==> src/logic/pio_pkg.sv <==
// Widths, instruction field enums and word helpers shared by the state machine
`default_nettype none

package pio_pkg;

  localparam int DATA_W  = 32;
  localparam int INSTR_W = 16;
  localparam int PC_W    = 5;
  localparam int COUNT_W = 6;   // Shift count spans 0 to 32

  typedef enum logic [2:0] {
    OP_JMP, OP_WAIT, OP_IN, OP_OUT,
    OP_PUSHPULL, OP_MOV, OP_IRQ, OP_SET
  } pio_op_e;

  typedef enum logic [2:0] {
    ALWAYS, X_ZERO, X_NZ_DEC, Y_ZERO,
    Y_NZ_DEC, X_NE_Y, PIN, OSRE_NOT
  } jmp_cond_e;

  // Sources read LOC_PINDIRS as a reserved code
  typedef enum logic [2:0] {
    LOC_PINS, LOC_X, LOC_Y, LOC_NULL,
    LOC_PINDIRS, LOC_PC, LOC_ISR, LOC_OSR
  } loc_e;

  typedef enum logic [1:0] {
    MOV_NONE, MOV_INVERT, MOV_REVERSE, MOV_RSVD
  } mov_op_e;

  function automatic logic [DATA_W-1:0] reverse_bits(input logic [DATA_W-1:0] word);
    logic [DATA_W-1:0] res;
    for (int i = 0; i < DATA_W; i++) begin
      res[i] = word[DATA_W-1-i];  // Bit 0 swaps with bit 31
    end
    return res;
  endfunction

  function automatic logic [DATA_W-1:0] apply_mov_op(input logic [DATA_W-1:0] word,
                                                     input mov_op_e op);
    case (op)
      MOV_INVERT:  return ~word;
      MOV_REVERSE: return reverse_bits(word);
      default:     return word;   // Reserved code passes through
    endcase
  endfunction

endpackage

`default_nettype wire

==> src/logic/sm_exec.sv <==
// Instruction decode and execute
// Produces register, pin and FIFO strobes plus the value to write
`timescale 1ns/1ps
`default_nettype none

module sm_exec (
  input  logic                        en,
  input  logic [pio_pkg::INSTR_W-1:0] instr,
  input  logic [pio_pkg::DATA_W-1:0]  input_pins,
  input  logic [pio_pkg::DATA_W-1:0]  din,
  input  logic                        full,
  input  logic                        empty,
  input  logic [pio_pkg::PC_W-1:0]    jmp_pin,
  input  logic [4:0]                  pins_in_base,
  input  logic [4:0]                  isr_threshold,
  input  logic [4:0]                  osr_threshold,
  input  logic [pio_pkg::DATA_W-1:0]  x,
  input  logic [pio_pkg::DATA_W-1:0]  y,
  input  logic [pio_pkg::DATA_W-1:0]  isr,
  input  logic [pio_pkg::COUNT_W-1:0] isr_count,
  input  logic [pio_pkg::DATA_W-1:0]  osr,
  input  logic [pio_pkg::COUNT_W-1:0] osr_count,
  input  logic [pio_pkg::DATA_W-1:0]  shift_out,   // Next OUT bits from the OSR
  output logic [pio_pkg::DATA_W-1:0]  new_val,
  output logic                        set_x,
  output logic                        dec_x,
  output logic                        set_y,
  output logic                        dec_y,
  output logic                        jmp,
  output logic                        stall,
  output logic                        isr_load,
  output logic                        isr_shift,
  output logic                        osr_load,
  output logic                        osr_shift,
  output logic [4:0]                  shift_amt,
  output logic                        pin_write,
  output logic                        dir_write,
  output logic                        pin_group,   // High selects the SET group
  output logic                        push,
  output logic                        pull,
  output logic [pio_pkg::DATA_W-1:0]  dout
);
  import pio_pkg::*;

  pio_op_e             opcode;
  jmp_cond_e           cond;
  loc_e                loc;        // Field [7:5]
  loc_e                mov_src;
  loc_e                src_sel;
  mov_op_e             mov_op;
  logic [4:0]          arg;
  logic [2*DATA_W-1:0] pins_dbl;
  logic [DATA_W-1:0]   in_pins;
  logic [DATA_W-1:0]   src_val;
  logic                src_ok;
  logic [COUNT_W-1:0]  isr_thr;
  logic [COUNT_W-1:0]  osr_thr;

  assign opcode    = pio_op_e'(instr[15:13]);
  assign cond      = jmp_cond_e'(instr[7:5]);
  assign loc       = loc_e'(instr[7:5]);
  assign mov_src   = loc_e'(instr[2:0]);
  assign mov_op    = mov_op_e'(instr[4:3]);
  assign arg       = instr[4:0];
  assign shift_amt = arg;

  // Input pins rotated so that the input base lands on bit 0
  assign pins_dbl = {input_pins, input_pins} >> pins_in_base;
  assign in_pins  = pins_dbl[DATA_W-1:0];

  // Threshold of 0 stands for all 32 bits
  assign isr_thr = (isr_threshold == '0) ? COUNT_W'(DATA_W) : {1'b0, isr_threshold};
  assign osr_thr = (osr_threshold == '0) ? COUNT_W'(DATA_W) : {1'b0, osr_threshold};

  assign src_sel = (opcode == OP_MOV) ? mov_src : loc;

  always_comb begin
    src_ok = 1'b1;
    case (src_sel)
      LOC_PINS: src_val = in_pins;
      LOC_X:    src_val = x;
      LOC_Y:    src_val = y;
      LOC_NULL: src_val = '0;
      LOC_ISR:  src_val = isr;
      LOC_OSR:  src_val = osr;
      default: begin                // Reserved and status codes
        src_val = '0;
        src_ok  = 1'b0;
      end
    endcase
  end

  always_comb begin
    new_val   = '0;
    set_x     = 1'b0;
    dec_x     = 1'b0;
    set_y     = 1'b0;
    dec_y     = 1'b0;
    jmp       = 1'b0;
    stall     = 1'b0;
    isr_load  = 1'b0;
    isr_shift = 1'b0;
    osr_load  = 1'b0;
    osr_shift = 1'b0;
    pin_write = 1'b0;
    dir_write = 1'b0;
    pin_group = 1'b0;
    push      = 1'b0;
    pull      = 1'b0;
    dout      = '0;
    if (en) begin
      case (opcode)
        OP_JMP: begin
          new_val = DATA_W'(arg);
          case (cond)
            ALWAYS:   jmp = 1'b1;
            X_ZERO:   jmp = (x == '0);
            X_NZ_DEC: begin
              jmp   = (x != '0);
              dec_x = (x != '0);
            end
            Y_ZERO:   jmp = (y == '0);
            Y_NZ_DEC: begin
              jmp   = (y != '0);
              dec_y = (y != '0);
            end
            X_NE_Y:   jmp = (x != y);
            PIN:      jmp = input_pins[jmp_pin];
            OSRE_NOT: jmp = (osr_count < osr_thr);
          endcase
        end
        OP_WAIT: begin
          case (instr[6:5])
            2'd0:    stall = (input_pins[arg] != instr[7]);  // Absolute GPIO
            2'd1:    stall = (in_pins[arg] != instr[7]);     // Relative to input base
            default: stall = 1'b0;
          endcase
        end
        OP_IN: begin
          isr_shift = src_ok;
          new_val   = src_val;
        end
        OP_OUT: begin
          new_val   = shift_out;
          osr_shift = (loc inside {LOC_PINS, LOC_X, LOC_Y, LOC_NULL, LOC_PINDIRS});
          pin_write = (loc == LOC_PINS);
          dir_write = (loc == LOC_PINDIRS);
          set_x     = (loc == LOC_X);
          set_y     = (loc == LOC_Y);
        end
        OP_PUSHPULL: begin
          if (!instr[7]) begin
            if (!instr[6] || isr_count >= isr_thr) begin  // Push, gated by iffull
              stall    = instr[5] && full;
              push     = !full;
              isr_load = !stall;
              dout     = full ? '0 : isr;
            end
          end else if (!instr[6] || osr_count >= osr_thr) begin  // Pull, gated by ifempty
            stall    = instr[5] && empty;
            pull     = !empty;
            osr_load = !stall;
            new_val  = empty ? x : din;  // Empty non-blocking pull takes X
          end
        end
        OP_MOV: begin
          new_val   = apply_mov_op(src_val, mov_op);
          pin_write = src_ok && (loc == LOC_PINS);
          set_x     = src_ok && (loc == LOC_X);
          set_y     = src_ok && (loc == LOC_Y);
          isr_load  = src_ok && (loc == LOC_ISR);
          osr_load  = src_ok && (loc == LOC_OSR);
        end
        OP_SET: begin
          new_val   = DATA_W'(arg);
          pin_group = 1'b1;
          pin_write = (loc == LOC_PINS);
          dir_write = (loc == LOC_PINDIRS);
          set_x     = (loc == LOC_X);
          set_y     = (loc == LOC_Y);
        end
        default: stall = 1'b0;  // IRQ runs as a no-op
      endcase
    end
  end

endmodule

`default_nettype wire

==> src/logic/sm_isr.sv <==
// Input shift register with saturating shift count
`timescale 1ns/1ps
`default_nettype none

module sm_isr (
  input  logic                        clk,
  input  logic                        reset,
  input  logic                        en,
  input  logic                        load,
  input  logic                        shift,
  input  logic                        dir,     // 1 shifts right
  input  logic [4:0]                  amount,
  input  logic [pio_pkg::DATA_W-1:0]  din,
  output logic [pio_pkg::DATA_W-1:0]  value,
  output logic [pio_pkg::COUNT_W-1:0] count
);
  import pio_pkg::*;

  logic [COUNT_W-1:0] n;
  logic [COUNT_W:0]   sum;
  logic [DATA_W-1:0]  mask;
  logic [DATA_W-1:0]  shifted;

  assign n    = (amount == '0) ? COUNT_W'(DATA_W) : {1'b0, amount};  // 0 means 32
  assign sum  = count + n;
  assign mask = ~({DATA_W{1'b1}} << n);

  // New bits enter at the left on a right shift, at the right otherwise
  assign shifted = dir ? ((value >> n) | (din << (COUNT_W'(DATA_W) - n)))
                       : ((value << n) | (din & mask));

  always_ff @(posedge clk) begin
    if (reset) begin
      value <= '0;
      count <= '0;
    end else if (en) begin
      if (load) begin
        value <= din;
        count <= '0;
      end else if (shift) begin
        value <= shifted;
        count <= (sum > DATA_W) ? COUNT_W'(DATA_W) : sum[COUNT_W-1:0];
      end
    end
  end

endmodule

`default_nettype wire

==> src/logic/sm_osr.sv <==
// Output shift register with saturating shift count
`timescale 1ns/1ps
`default_nettype none

module sm_osr (
  input  logic                        clk,
  input  logic                        reset,
  input  logic                        en,
  input  logic                        load,
  input  logic                        shift,
  input  logic                        dir,     // 1 shifts right
  input  logic [4:0]                  amount,
  input  logic [pio_pkg::DATA_W-1:0]  din,
  output logic [pio_pkg::DATA_W-1:0]  value,
  output logic [pio_pkg::COUNT_W-1:0] count,
  output logic [pio_pkg::DATA_W-1:0]  shift_out
);
  import pio_pkg::*;

  logic [COUNT_W-1:0] n;
  logic [COUNT_W:0]   sum;
  logic [DATA_W-1:0]  mask;

  assign n    = (amount == '0) ? COUNT_W'(DATA_W) : {1'b0, amount};  // 0 means 32
  assign sum  = count + n;
  assign mask = ~({DATA_W{1'b1}} << n);

  // Right-justified bits leaving at the low end or the high end
  assign shift_out = dir ? (value & mask) : (value >> (COUNT_W'(DATA_W) - n));

  always_ff @(posedge clk) begin
    if (reset) begin
      value <= '0;
      count <= COUNT_W'(DATA_W);   // Starts empty
    end else if (en) begin
      if (load) begin
        value <= din;
        count <= '0;
      end else if (shift) begin
        value <= dir ? (value >> n) : (value << n);
        count <= (sum > DATA_W) ? COUNT_W'(DATA_W) : sum[COUNT_W-1:0];
      end
    end
  end

endmodule

`default_nettype wire

==> src/logic/sm_pc.sv <==
// Program counter with jump, stall and wrap
`timescale 1ns/1ps
`default_nettype none

module sm_pc (
  input  logic                     clk,
  input  logic                     reset,
  input  logic                     en,
  input  logic                     jmp,
  input  logic                     stall,
  input  logic [pio_pkg::PC_W-1:0] target,
  input  logic [pio_pkg::PC_W-1:0] wrap_top,
  input  logic [pio_pkg::PC_W-1:0] wrap_bottom,
  output logic [pio_pkg::PC_W-1:0] pc
);

  always_ff @(posedge clk) begin
    if (reset) begin
      pc <= '0;
    end else if (en && !stall) begin
      if (jmp) pc <= target;
      else if (pc == wrap_top) pc <= wrap_bottom;  // Program wrap
      else pc <= pc + 1'b1;
    end
  end

endmodule

`default_nettype wire

==> src/logic/sm_pins.sv <==
// Output pin and pin direction registers
// Writes a count of bits at a group base, wrapping modulo 32
`timescale 1ns/1ps
`default_nettype none

module sm_pins (
  input  logic                        clk,
  input  logic                        reset,
  input  logic                        en,
  input  logic                        pin_write,
  input  logic                        dir_write,
  input  logic                        pin_group,   // High selects the SET group
  input  logic [4:0]                  out_base,
  input  logic [pio_pkg::COUNT_W-1:0] out_count,
  input  logic [4:0]                  set_base,
  input  logic [2:0]                  set_count,
  input  logic [pio_pkg::DATA_W-1:0]  din,
  output logic [pio_pkg::DATA_W-1:0]  output_pins,
  output logic [pio_pkg::DATA_W-1:0]  pin_directions
);
  import pio_pkg::*;

  logic [4:0]          base;
  logic [COUNT_W-1:0]  cnt;
  logic [DATA_W-1:0]   low_mask;
  logic [2*DATA_W-1:0] mask_dbl;
  logic [2*DATA_W-1:0] data_dbl;
  logic [DATA_W-1:0]   wmask;
  logic [DATA_W-1:0]   wdata;

  assign base     = pin_group ? set_base : out_base;
  assign cnt      = pin_group ? COUNT_W'(set_count) : out_count;
  assign low_mask = ~({DATA_W{1'b1}} << cnt);

  // Rotate left by the base so bit 0 lands on the first pin
  assign mask_dbl = {low_mask, low_mask} << base;
  assign data_dbl = {din & low_mask, din & low_mask} << base;
  assign wmask    = mask_dbl[2*DATA_W-1:DATA_W];
  assign wdata    = data_dbl[2*DATA_W-1:DATA_W];

  always_ff @(posedge clk) begin
    if (reset) begin
      output_pins    <= '0;
      pin_directions <= '0;
    end else if (en) begin
      if (pin_write) output_pins <= (output_pins & ~wmask) | (wdata & wmask);
      if (dir_write) pin_directions <= (pin_directions & ~wmask) | (wdata & wmask);
    end
  end

endmodule

`default_nettype wire

==> src/logic/sm_scratch.sv <==
// Scratch register with load and decrement, used for X and Y
`timescale 1ns/1ps
`default_nettype none

module sm_scratch (
  input  logic                       clk,
  input  logic                       reset,
  input  logic                       en,
  input  logic                       set,
  input  logic                       dec,
  input  logic [pio_pkg::DATA_W-1:0] din,
  output logic [pio_pkg::DATA_W-1:0] value
);

  always_ff @(posedge clk) begin
    if (reset) begin
      value <= '0;
    end else if (en) begin
      if (set) value <= din;
      else if (dec) value <= value - 1'b1;  // Post-decrement of JMP
    end
  end

endmodule

`default_nettype wire

==> src/logic/sm_top.sv <==
// State machine top level
// Ties the decoder to the pc, scratch, shift and pin registers
`timescale 1ns/1ps
`default_nettype none

module sm_top (
  input  logic                        clk,
  input  logic                        reset,
  input  logic                        en,
  input  logic [pio_pkg::INSTR_W-1:0] instr,
  input  logic [pio_pkg::DATA_W-1:0]  input_pins,
  input  logic [pio_pkg::DATA_W-1:0]  din,
  input  logic                        full,
  input  logic                        empty,
  input  logic [pio_pkg::PC_W-1:0]    wrap_top,
  input  logic [pio_pkg::PC_W-1:0]    wrap_bottom,
  input  logic [pio_pkg::PC_W-1:0]    jmp_pin,
  input  logic [4:0]                  pins_in_base,
  input  logic [4:0]                  pins_out_base,
  input  logic [4:0]                  pins_set_base,
  input  logic [pio_pkg::COUNT_W-1:0] pins_out_count,
  input  logic [2:0]                  pins_set_count,
  input  logic                        in_shift_dir,
  input  logic                        out_shift_dir,
  input  logic [4:0]                  isr_threshold,
  input  logic [4:0]                  osr_threshold,
  output logic [pio_pkg::PC_W-1:0]    pc,
  output logic                        push,
  output logic                        pull,
  output logic [pio_pkg::DATA_W-1:0]  dout,
  output logic [pio_pkg::DATA_W-1:0]  output_pins,
  output logic [pio_pkg::DATA_W-1:0]  pin_directions
);
  import pio_pkg::*;

  logic [DATA_W-1:0]  new_val;
  logic               set_x;
  logic               dec_x;
  logic               set_y;
  logic               dec_y;
  logic               jmp;
  logic               stall;
  logic               isr_load;
  logic               isr_shift;
  logic               osr_load;
  logic               osr_shift;
  logic [4:0]         shift_amt;
  logic               pin_write;
  logic               dir_write;
  logic               pin_group;
  logic [DATA_W-1:0]  x;
  logic [DATA_W-1:0]  y;
  logic [DATA_W-1:0]  isr;
  logic [COUNT_W-1:0] isr_count;
  logic [DATA_W-1:0]  osr;
  logic [COUNT_W-1:0] osr_count;
  logic [DATA_W-1:0]  shift_out;

  sm_exec exec_i (
    .en(en), .instr(instr), .input_pins(input_pins), .din(din),
    .full(full), .empty(empty), .jmp_pin(jmp_pin), .pins_in_base(pins_in_base),
    .isr_threshold(isr_threshold), .osr_threshold(osr_threshold),
    .x(x), .y(y), .isr(isr), .isr_count(isr_count), .osr(osr),
    .osr_count(osr_count), .shift_out(shift_out), .new_val(new_val),
    .set_x(set_x), .dec_x(dec_x), .set_y(set_y), .dec_y(dec_y),
    .jmp(jmp), .stall(stall), .isr_load(isr_load), .isr_shift(isr_shift),
    .osr_load(osr_load), .osr_shift(osr_shift), .shift_amt(shift_amt),
    .pin_write(pin_write), .dir_write(dir_write), .pin_group(pin_group),
    .push(push), .pull(pull), .dout(dout)
  );

  sm_pc pc_i (
    .clk(clk), .reset(reset), .en(en), .jmp(jmp), .stall(stall),
    .target(new_val[PC_W-1:0]), .wrap_top(wrap_top), .wrap_bottom(wrap_bottom),
    .pc(pc)
  );

  sm_scratch x_reg (
    .clk(clk), .reset(reset), .en(en), .set(set_x), .dec(dec_x),
    .din(new_val), .value(x)
  );

  sm_scratch y_reg (
    .clk(clk), .reset(reset), .en(en), .set(set_y), .dec(dec_y),
    .din(new_val), .value(y)
  );

  sm_isr isr_i (
    .clk(clk), .reset(reset), .en(en), .load(isr_load), .shift(isr_shift),
    .dir(in_shift_dir), .amount(shift_amt), .din(new_val), .value(isr),
    .count(isr_count)
  );

  sm_osr osr_i (
    .clk(clk), .reset(reset), .en(en), .load(osr_load), .shift(osr_shift),
    .dir(out_shift_dir), .amount(shift_amt), .din(new_val), .value(osr),
    .count(osr_count), .shift_out(shift_out)
  );

  sm_pins pins_i (
    .clk(clk), .reset(reset), .en(en), .pin_write(pin_write),
    .dir_write(dir_write), .pin_group(pin_group), .out_base(pins_out_base),
    .out_count(pins_out_count), .set_base(pins_set_base),
    .set_count(pins_set_count), .din(new_val), .output_pins(output_pins),
    .pin_directions(pin_directions)
  );

endmodule

`default_nettype wire

==> config.mk <==
export PLATFORM = sky130hd
export DESIGN_NAME = sm_top
export DESIGN_NICKNAME = d
export VERILOG_FILES = /design/src/logic/pio_pkg.sv /design/src/logic/sm_exec.sv /design/src/logic/sm_isr.sv /design/src/logic/sm_osr.sv /design/src/logic/sm_pc.sv /design/src/logic/sm_pins.sv /design/src/logic/sm_scratch.sv /design/src/logic/sm_top.sv
export SDC_FILE = /design/constraint.sdc
export NUM_CORES = 2
export LEC_CHECK = 0
export BUFFER_PORTS_ARGS = -buffer_cell sky130_fd_sc_hd__buf_2
export CAP_MARGIN = 20
export CORE_UTILIZATION = 35
export DETAILED_ROUTE_END_ITERATION = 10
export PLACE_DENSITY_LB_ADDON = 0.12
export SLEW_MARGIN = 20
export SYNTH_ARGS = -nofsm -noshare
export SYNTH_HDL_FRONTEND = slang
export SYNTH_SLANG_ARGS = --single-unit
==> constraint.sdc <==
create_clock -name clk -period 22.1 [get_ports clk]
set_input_delay 3.315 -clock clk [delete_from_list [all_inputs] [get_ports clk]]
set_output_delay 3.315 -clock clk [all_outputs]
set_load 0.01 [all_outputs]
-- Word-level counts from Yosys, hierarchy flattened
Index checks and enable logic that the tools add are counted.
W data, S select, Z words.
- memories kept: 0
- bits in writable memories: 0
- output and inout bits: 103
- bits in latches: 0
- input port bits: 136
- flip-flop bits (word level): 209
- ROM bits: 0
- mux-type cells: 89
- div/mod/pow operators: 0
- bitwise gates (word level): 14
- shift operators: 11
- eq/ne operators: 25
- multipliers: 0
- order comparisons: 7
- reductions and logical operators: 41
- add/subtract/negate cells: 6
- operator list (operator ; number):
    $mux W32 ; 20
    $pmux W32 S5 ; 2
    $and A32 B32 Y32 ; 6
    $not A32 Y32 ; 4
    $or A32 B32 Y32 ; 4
    $shl A64 B5 Y64 ; 2
    $shl A32 B6 Y32 ; 3
    $shr A32 B6 Y32 ; 3
    $logic_not A32 Y1 ; 2
    $pmux W32 S2 ; 1
    $reduce_bool A32 Y1 ; 2
    $shl A32 B6 Y32 const A ; 2
    $shr A64 B5 Y32 ; 1
    $sub A32 B1 Y32 const B ; 2
    $mux W6 ; 10
    $mux W1 ; 41
    $ne A32 B32 Y1 ; 1
    $eq A3 B3 Y1 const B ; 9
    $eq A3 B2 Y1 const B ; 6
    $bmux W1 S5 ; 3
    $logic_not A5 Y1 ; 3
    $mux W5 ; 3
    $add A6 B6 Y7 ; 2
    $gt A7 B6 Y1 const B ; 2
    23 further kinds ; 59

-- Depth between registers and ports, before layout
- word-level depth: 13
- gate-level depth with buffers: 28
- mapped depth without buffers: 16

-- Modules after synthesis
Synthesis repeated with hierarchy kept, for this count alone.
- cells, all modules: 4409
- area, all modules: 35786.8 sq um
- modules (own cells, without submodules) (module ; instances ; area each (sq um) ; cells each):
    sm_pins ; 1 ; 8052.7 ; 1089
    sm_exec ; 1 ; 7841.3 ; 934
    sm_isr ; 1 ; 7754.9 ; 878
    sm_osr ; 1 ; 7502.2 ; 906
    sm_scratch ; 2 ; 2078.2 ; 272
    sm_pc ; 1 ; 479.2 ; 58

-- Worst setup path after synthesis
No wires, ideal clock.
- path kind: input to register
- start point: in instr[2] in the netlist's numbering
- end point: reg isr_i.value[26] in the netlist's numbering
- stages on the path: 25
- path slack: 12.466 ns
- required time: 21.970 ns
- path buffers: 12
- data arrival time: 9.504 ns
- path through: clkbuf_1 -> buf_2 -> buf_2 -> buf_2 -> clkbuf_1 -> buf_1 -> clkbuf_1 -> clkbuf_1 -> buf_1 -> clkbuf_1 -> ha_1 -> clkbuf_1 -> buf_2 -> mux2_2 -> mux2_2 -> mux4_2 -> nand3_1 -> o211ai_1 -> or3_4 -> or2_1 -> o2bb2ai_2 -> mux4_2 -> a22o_1 -> a2111oi_2 -> o22ai_1
- longest elaborated chain between the ends: 13
- ends and longest elaborated chain (element ; line ; text):
    start: declaration ; sm_top.sv:10 ; input logic [pio_pkg::INSTR_W-1:0] instr,
    parallel branches: the longest is 13 deep, another holds $sub A6 B6 Y6 ; -- ;
    end signal: assignment ; sm_isr.sv:38 ; value <= din;
    end signal: assignment ; sm_isr.sv:41 ; value <= shifted;
    end: declaration ; sm_isr.sv:14 ; output logic [pio_pkg::DATA_W-1:0] value,
Several ways; the timed one is not identified. The select of a mux whose other input is x is not followed.
A chain may end at the register's enable or synchronous reset.

-- Final worst setup path
- start point: in osr_threshold[0]
- end point: out pull
- longest elaborated chain between the ends: 8
- ends and longest elaborated chain (element ; line ; text):
    start: declaration ; sm_top.sv:26 ; input logic [4:0] osr_threshold,
    $logic_not A5 Y1 ; sm_exec.sv:73 ; assign osr_thr = (osr_threshold == '0) ? COUNT_W'(DATA_W) : {1'b0, osr_threshold};
    $mux W6 * ; sm_exec.sv:73 ;
    $ge A6 B6 Y1 * ; sm_exec.sv:159 ; end else if (!instr[6] || osr_count >= osr_thr) begin
    $logic_or A1 B1 Y1 * ; sm_exec.sv:159 ;
    $mux W1 * ; sm_exec.sv:159 ;
    $mux W1 * ; sm_exec.sv:152 ; if (!instr[7]) begin
    $mux W1 * ; sm_exec.sv:112 ; case (opcode)
    $mux W1 * ; sm_exec.sv:111 ; if (en) begin
    end: declaration ; sm_top.sv:29 ; output logic pull,
Every way passes the cells marked *; elsewhere a longest branch is shown, timed or not.

==> results_dict.tcl <==
set metrics [dict create \
    regToRegSetupSlack_ns 16.32 \
    worstSetupEndpointType "primary output" \
    initial_core_util_pct 35.38 \
    num_vias 45200 \
    setup_ws_ns 11.90 \
    worstSetupStartpoint "osr_threshold[0]" \
    netlist_instances 4964 \
    n_fill_cell 10603 \
    crit_chain "buf_2 > nor3_1 > nand3_1 > ha_1 > nand2_1 > o21ai_0 > a21o_1 > nand2_1 > nor3_1 > buf_2" \
    p_total_mw 1.591 \
    tns_ns 0 \
    grt_use_met1_pct 60.02 \
    maxSlewHeadroom_pct 14.36 \
    use_met2_pct 66.46 \
    arrival_ns 6.88 \
    ys_seq_area_share_pct 12.00 \
    antenna_found_initial 11 \
    setup_viol 0 \
    synthArstFlopShare_pct 0 \
    grt_pass1_vias 40289 \
    leakagePower_nw 14.26 \
    cts_setup_buffers 0 \
    clockRootBuffer "clkbuf_16" \
    ctsHoldBuffers 0 \
    wirelength_um 242500 \
    pre_cts_slack_ns 11.99 \
    viasPerCell 7.256 \
    outcome "finished, final reports clean" \
    crit_required_ns 18.78 \
    whs_path_depth 2 \
    grt_overflow_total 0 \
    crit_type "primary input to primary output" \
    synth_edf_count 0 \
    finalInstanceArea_sq_um 38190 \
    h-tree-depth 1 \
    ant_nets 0 \
    io-pin-count 239 \
    yosys.cell_types.count 104 \
    cts.sinks 209 \
    drt_pass1_iterations 9 \
    crit_fanout 10 \
    core_sq_um 98560 \
    drc 0 \
    multi_input_area_sq_um 28690 \
    avgSynthCellArea_sq_um 7.026 \
    regArea_sq_um 4184 \
    netlist_area_sq_um 34880 \
    period_minus_slack_ns 10.20 \
    ys_warn_count 0 \
    rsz0062_at_grt "no" \
    cts_made_buffers 27 \
    top_usage_layer "met2" \
    irDropWorstVdd_mv 0.06109 \
    gp_congestion 1.072 \
    die_area_sq_um 100900 \
    r2r-start "osr_i.count[0]" \
    finalClockSkew_ns 0.04642 \
    grt_use_total_pct 45.76 \
    die_w_um 317.7 \
    powerDensity_nw_per_um2 41.66 \
    hpwl_um 184400 \
    hold_class "flop to flop" \
    critPathBufInv 2 \
    grt_max_degree 114 \
    worst_pin_slew_ns 1.265 \
    drive_above_1_share_pct 15.67 \
    critPathTopFamily "simple AND/OR/NAND/NOR gates" \
    fmax_ghz 0.09804 \
    area_growth_pct 9.511 \
    cts_buffer_depth 3 \
    use_met3_pct 12.11 \
    cts_tree "built" \
    cpPeakStageDelay_ns 0.82 \
    insertion_delay_ns 0.62 \
    ys_ff_latch 209 \
    nets 5078 \
    cts.clk_slew.worst_paths_ns 0.06 \
    grt_pass1_wl_um 332200 \
    placed_area_sq_um 37220 \
    worstRegToRegCells 14 \
    slowest_stage "nor3_1" \
    postCtsResizedCells 0 \
    io_buffers 233 \
    rows 115 \
    die_h_um 317.7 \
    drt_iter0_drc 7464 \
    synth_nets 5135 \
    wl_per_cell_um 38.94 \
    startpoint_type "primary input" \
    cap_violations 0 \
    final-max-slew-violation-count 0 \
    finalCritPeriodShare_pct 46.15 \
    hold_viol 0 \
    synth_ff_type "dfxtp_1" \
]
power by group:
part           leakage [nW]  switching [mW]  internal (mW)
Combinational          12.1           0.511          0.208
Sequential             1.69          0.0178          0.383
Clock                 0.443           0.205          0.267
cells in the final DEF, fill, tap and decap left out, types with 31 or more instances in the layout:
master and n:
a211oi_1 115, a21o_1 37, a21oi_1 343, a221oi_1 73, a222oi_1 32, a22oi_1 93, a31oi_1 72, a32oi_1 39
and2_1 65, and3_1 46, buf_2 230, buf_4 178, dfxtp_1 209, ha_1 31, inv_1 50, mux2_2 107
mux2i_1 288, mux4_2 97, nand2_1 511, nand2b_1 73, nand3_1 146, nor2_1 534, nor2b_1 40, nor3_1 116
nor4_1 36, o211ai_1 79, o21a_1 35, o21ai_0 298, o22ai_1 74, o31ai_1 33, o32ai_1 42, or3_1 37
xnor2_1 59
worst min-delay path: stages, from the launching register on:
cell      delay (ns)
dfxtp_1         0.31
nand2b_1        0.06
mux2i_1         0.06
stage by stage:
step / util (%) / hold WS, ns / std cells
floorplan: - / 0.4676 / 4964
global placement: 37.75 / 0.4628 / 6160
detailed placement: 37.76 / 0.4622 / 6162
CTS: 38.68 / 0.4789 / 6211
global route: 38.71 / 0.4923 / 6215
finish: 38.75 / 0.4759 / 6229
how the worst max path moves through the flow:
stage	to	slack (ns)	cells past startpoint
6_report	pull	11.90	10
5_1_grt	pull	11.98	10
4_1_cts	pull	12.19	10
3_5_place_dp	flop	11.99	17
3_3_place_gp	flop	11.66	17
2_1_floorplan	isr_i.value[26]	12.47	25
Yosys cell counts, drive strengths merged (39+ instances only):
| library cell | n | area share (%) |
|---|---|---|
| nor2 | 542 | 5.8 |
| nand2 | 517 | 5.6 |
| clkbuf | 381 | 4.1 |
| a21oi | 346 | 5.0 |
| o21ai | 326 | 4.7 |
| mux2i | 292 | 8.4 |
| dfxtp | 209 | 12 |
| nand3 | 146 | 2.1 |
| mux2 | 131 | 4.3 |
| nor3 | 120 | 1.7 |
| buf | 117 | 1.5 |
| a211oi | 116 | 2.5 |
| mux4 | 97 | 6.3 |
| a22oi | 93 | 2.0 |
| o211ai | 79 | 1.7 |
| o22ai | 74 | 1.3 |
| a221oi | 73 | 1.8 |
| and2 | 73 | 1.3 |
| nand2b | 73 | 1.3 |
| a31oi | 72 | 1.3 |
| xnor2 | 61 | 1.5 |
| inv | 56 | 0.60 |
| and3 | 46 | 0.83 |
| o32ai | 42 | 1.1 |
| nor2b | 40 | 0.72 |
| a32oi | 39 | 0.98 |
metal layers:
layer  vias up  share of wire, %
met4        10               7.5
met1     21968                40
li1      19010                 -
met3       744                12
met5         -             0.033
met2      3468                41
layout make-up:
class,instances,area share [%]
inverters,60,0.5995
clock buffers,35,2.005
multi-input cells,4197,75.11
clock inverters,14,0.3538
diodes,15,0.09828
well taps,1287,4.216
repair buffers,412,6.663
flip-flops and latches,209,10.95
logic make-up after synthesis:
| logic type | synth area share [%] |
|---|---|
| AOI/OAI and AO/OA | 35.47 |
| xor gates and xnor gates | 2.285 |
| adders and majority gates | 1.414 |
| buffers and inverters | 6.267 |
| DFF | 12.00 |
| muxes | 18.91 |
| and+or+nand+nor | 23.66 |
No activity file was read; power rests on OpenSTA's default activity.
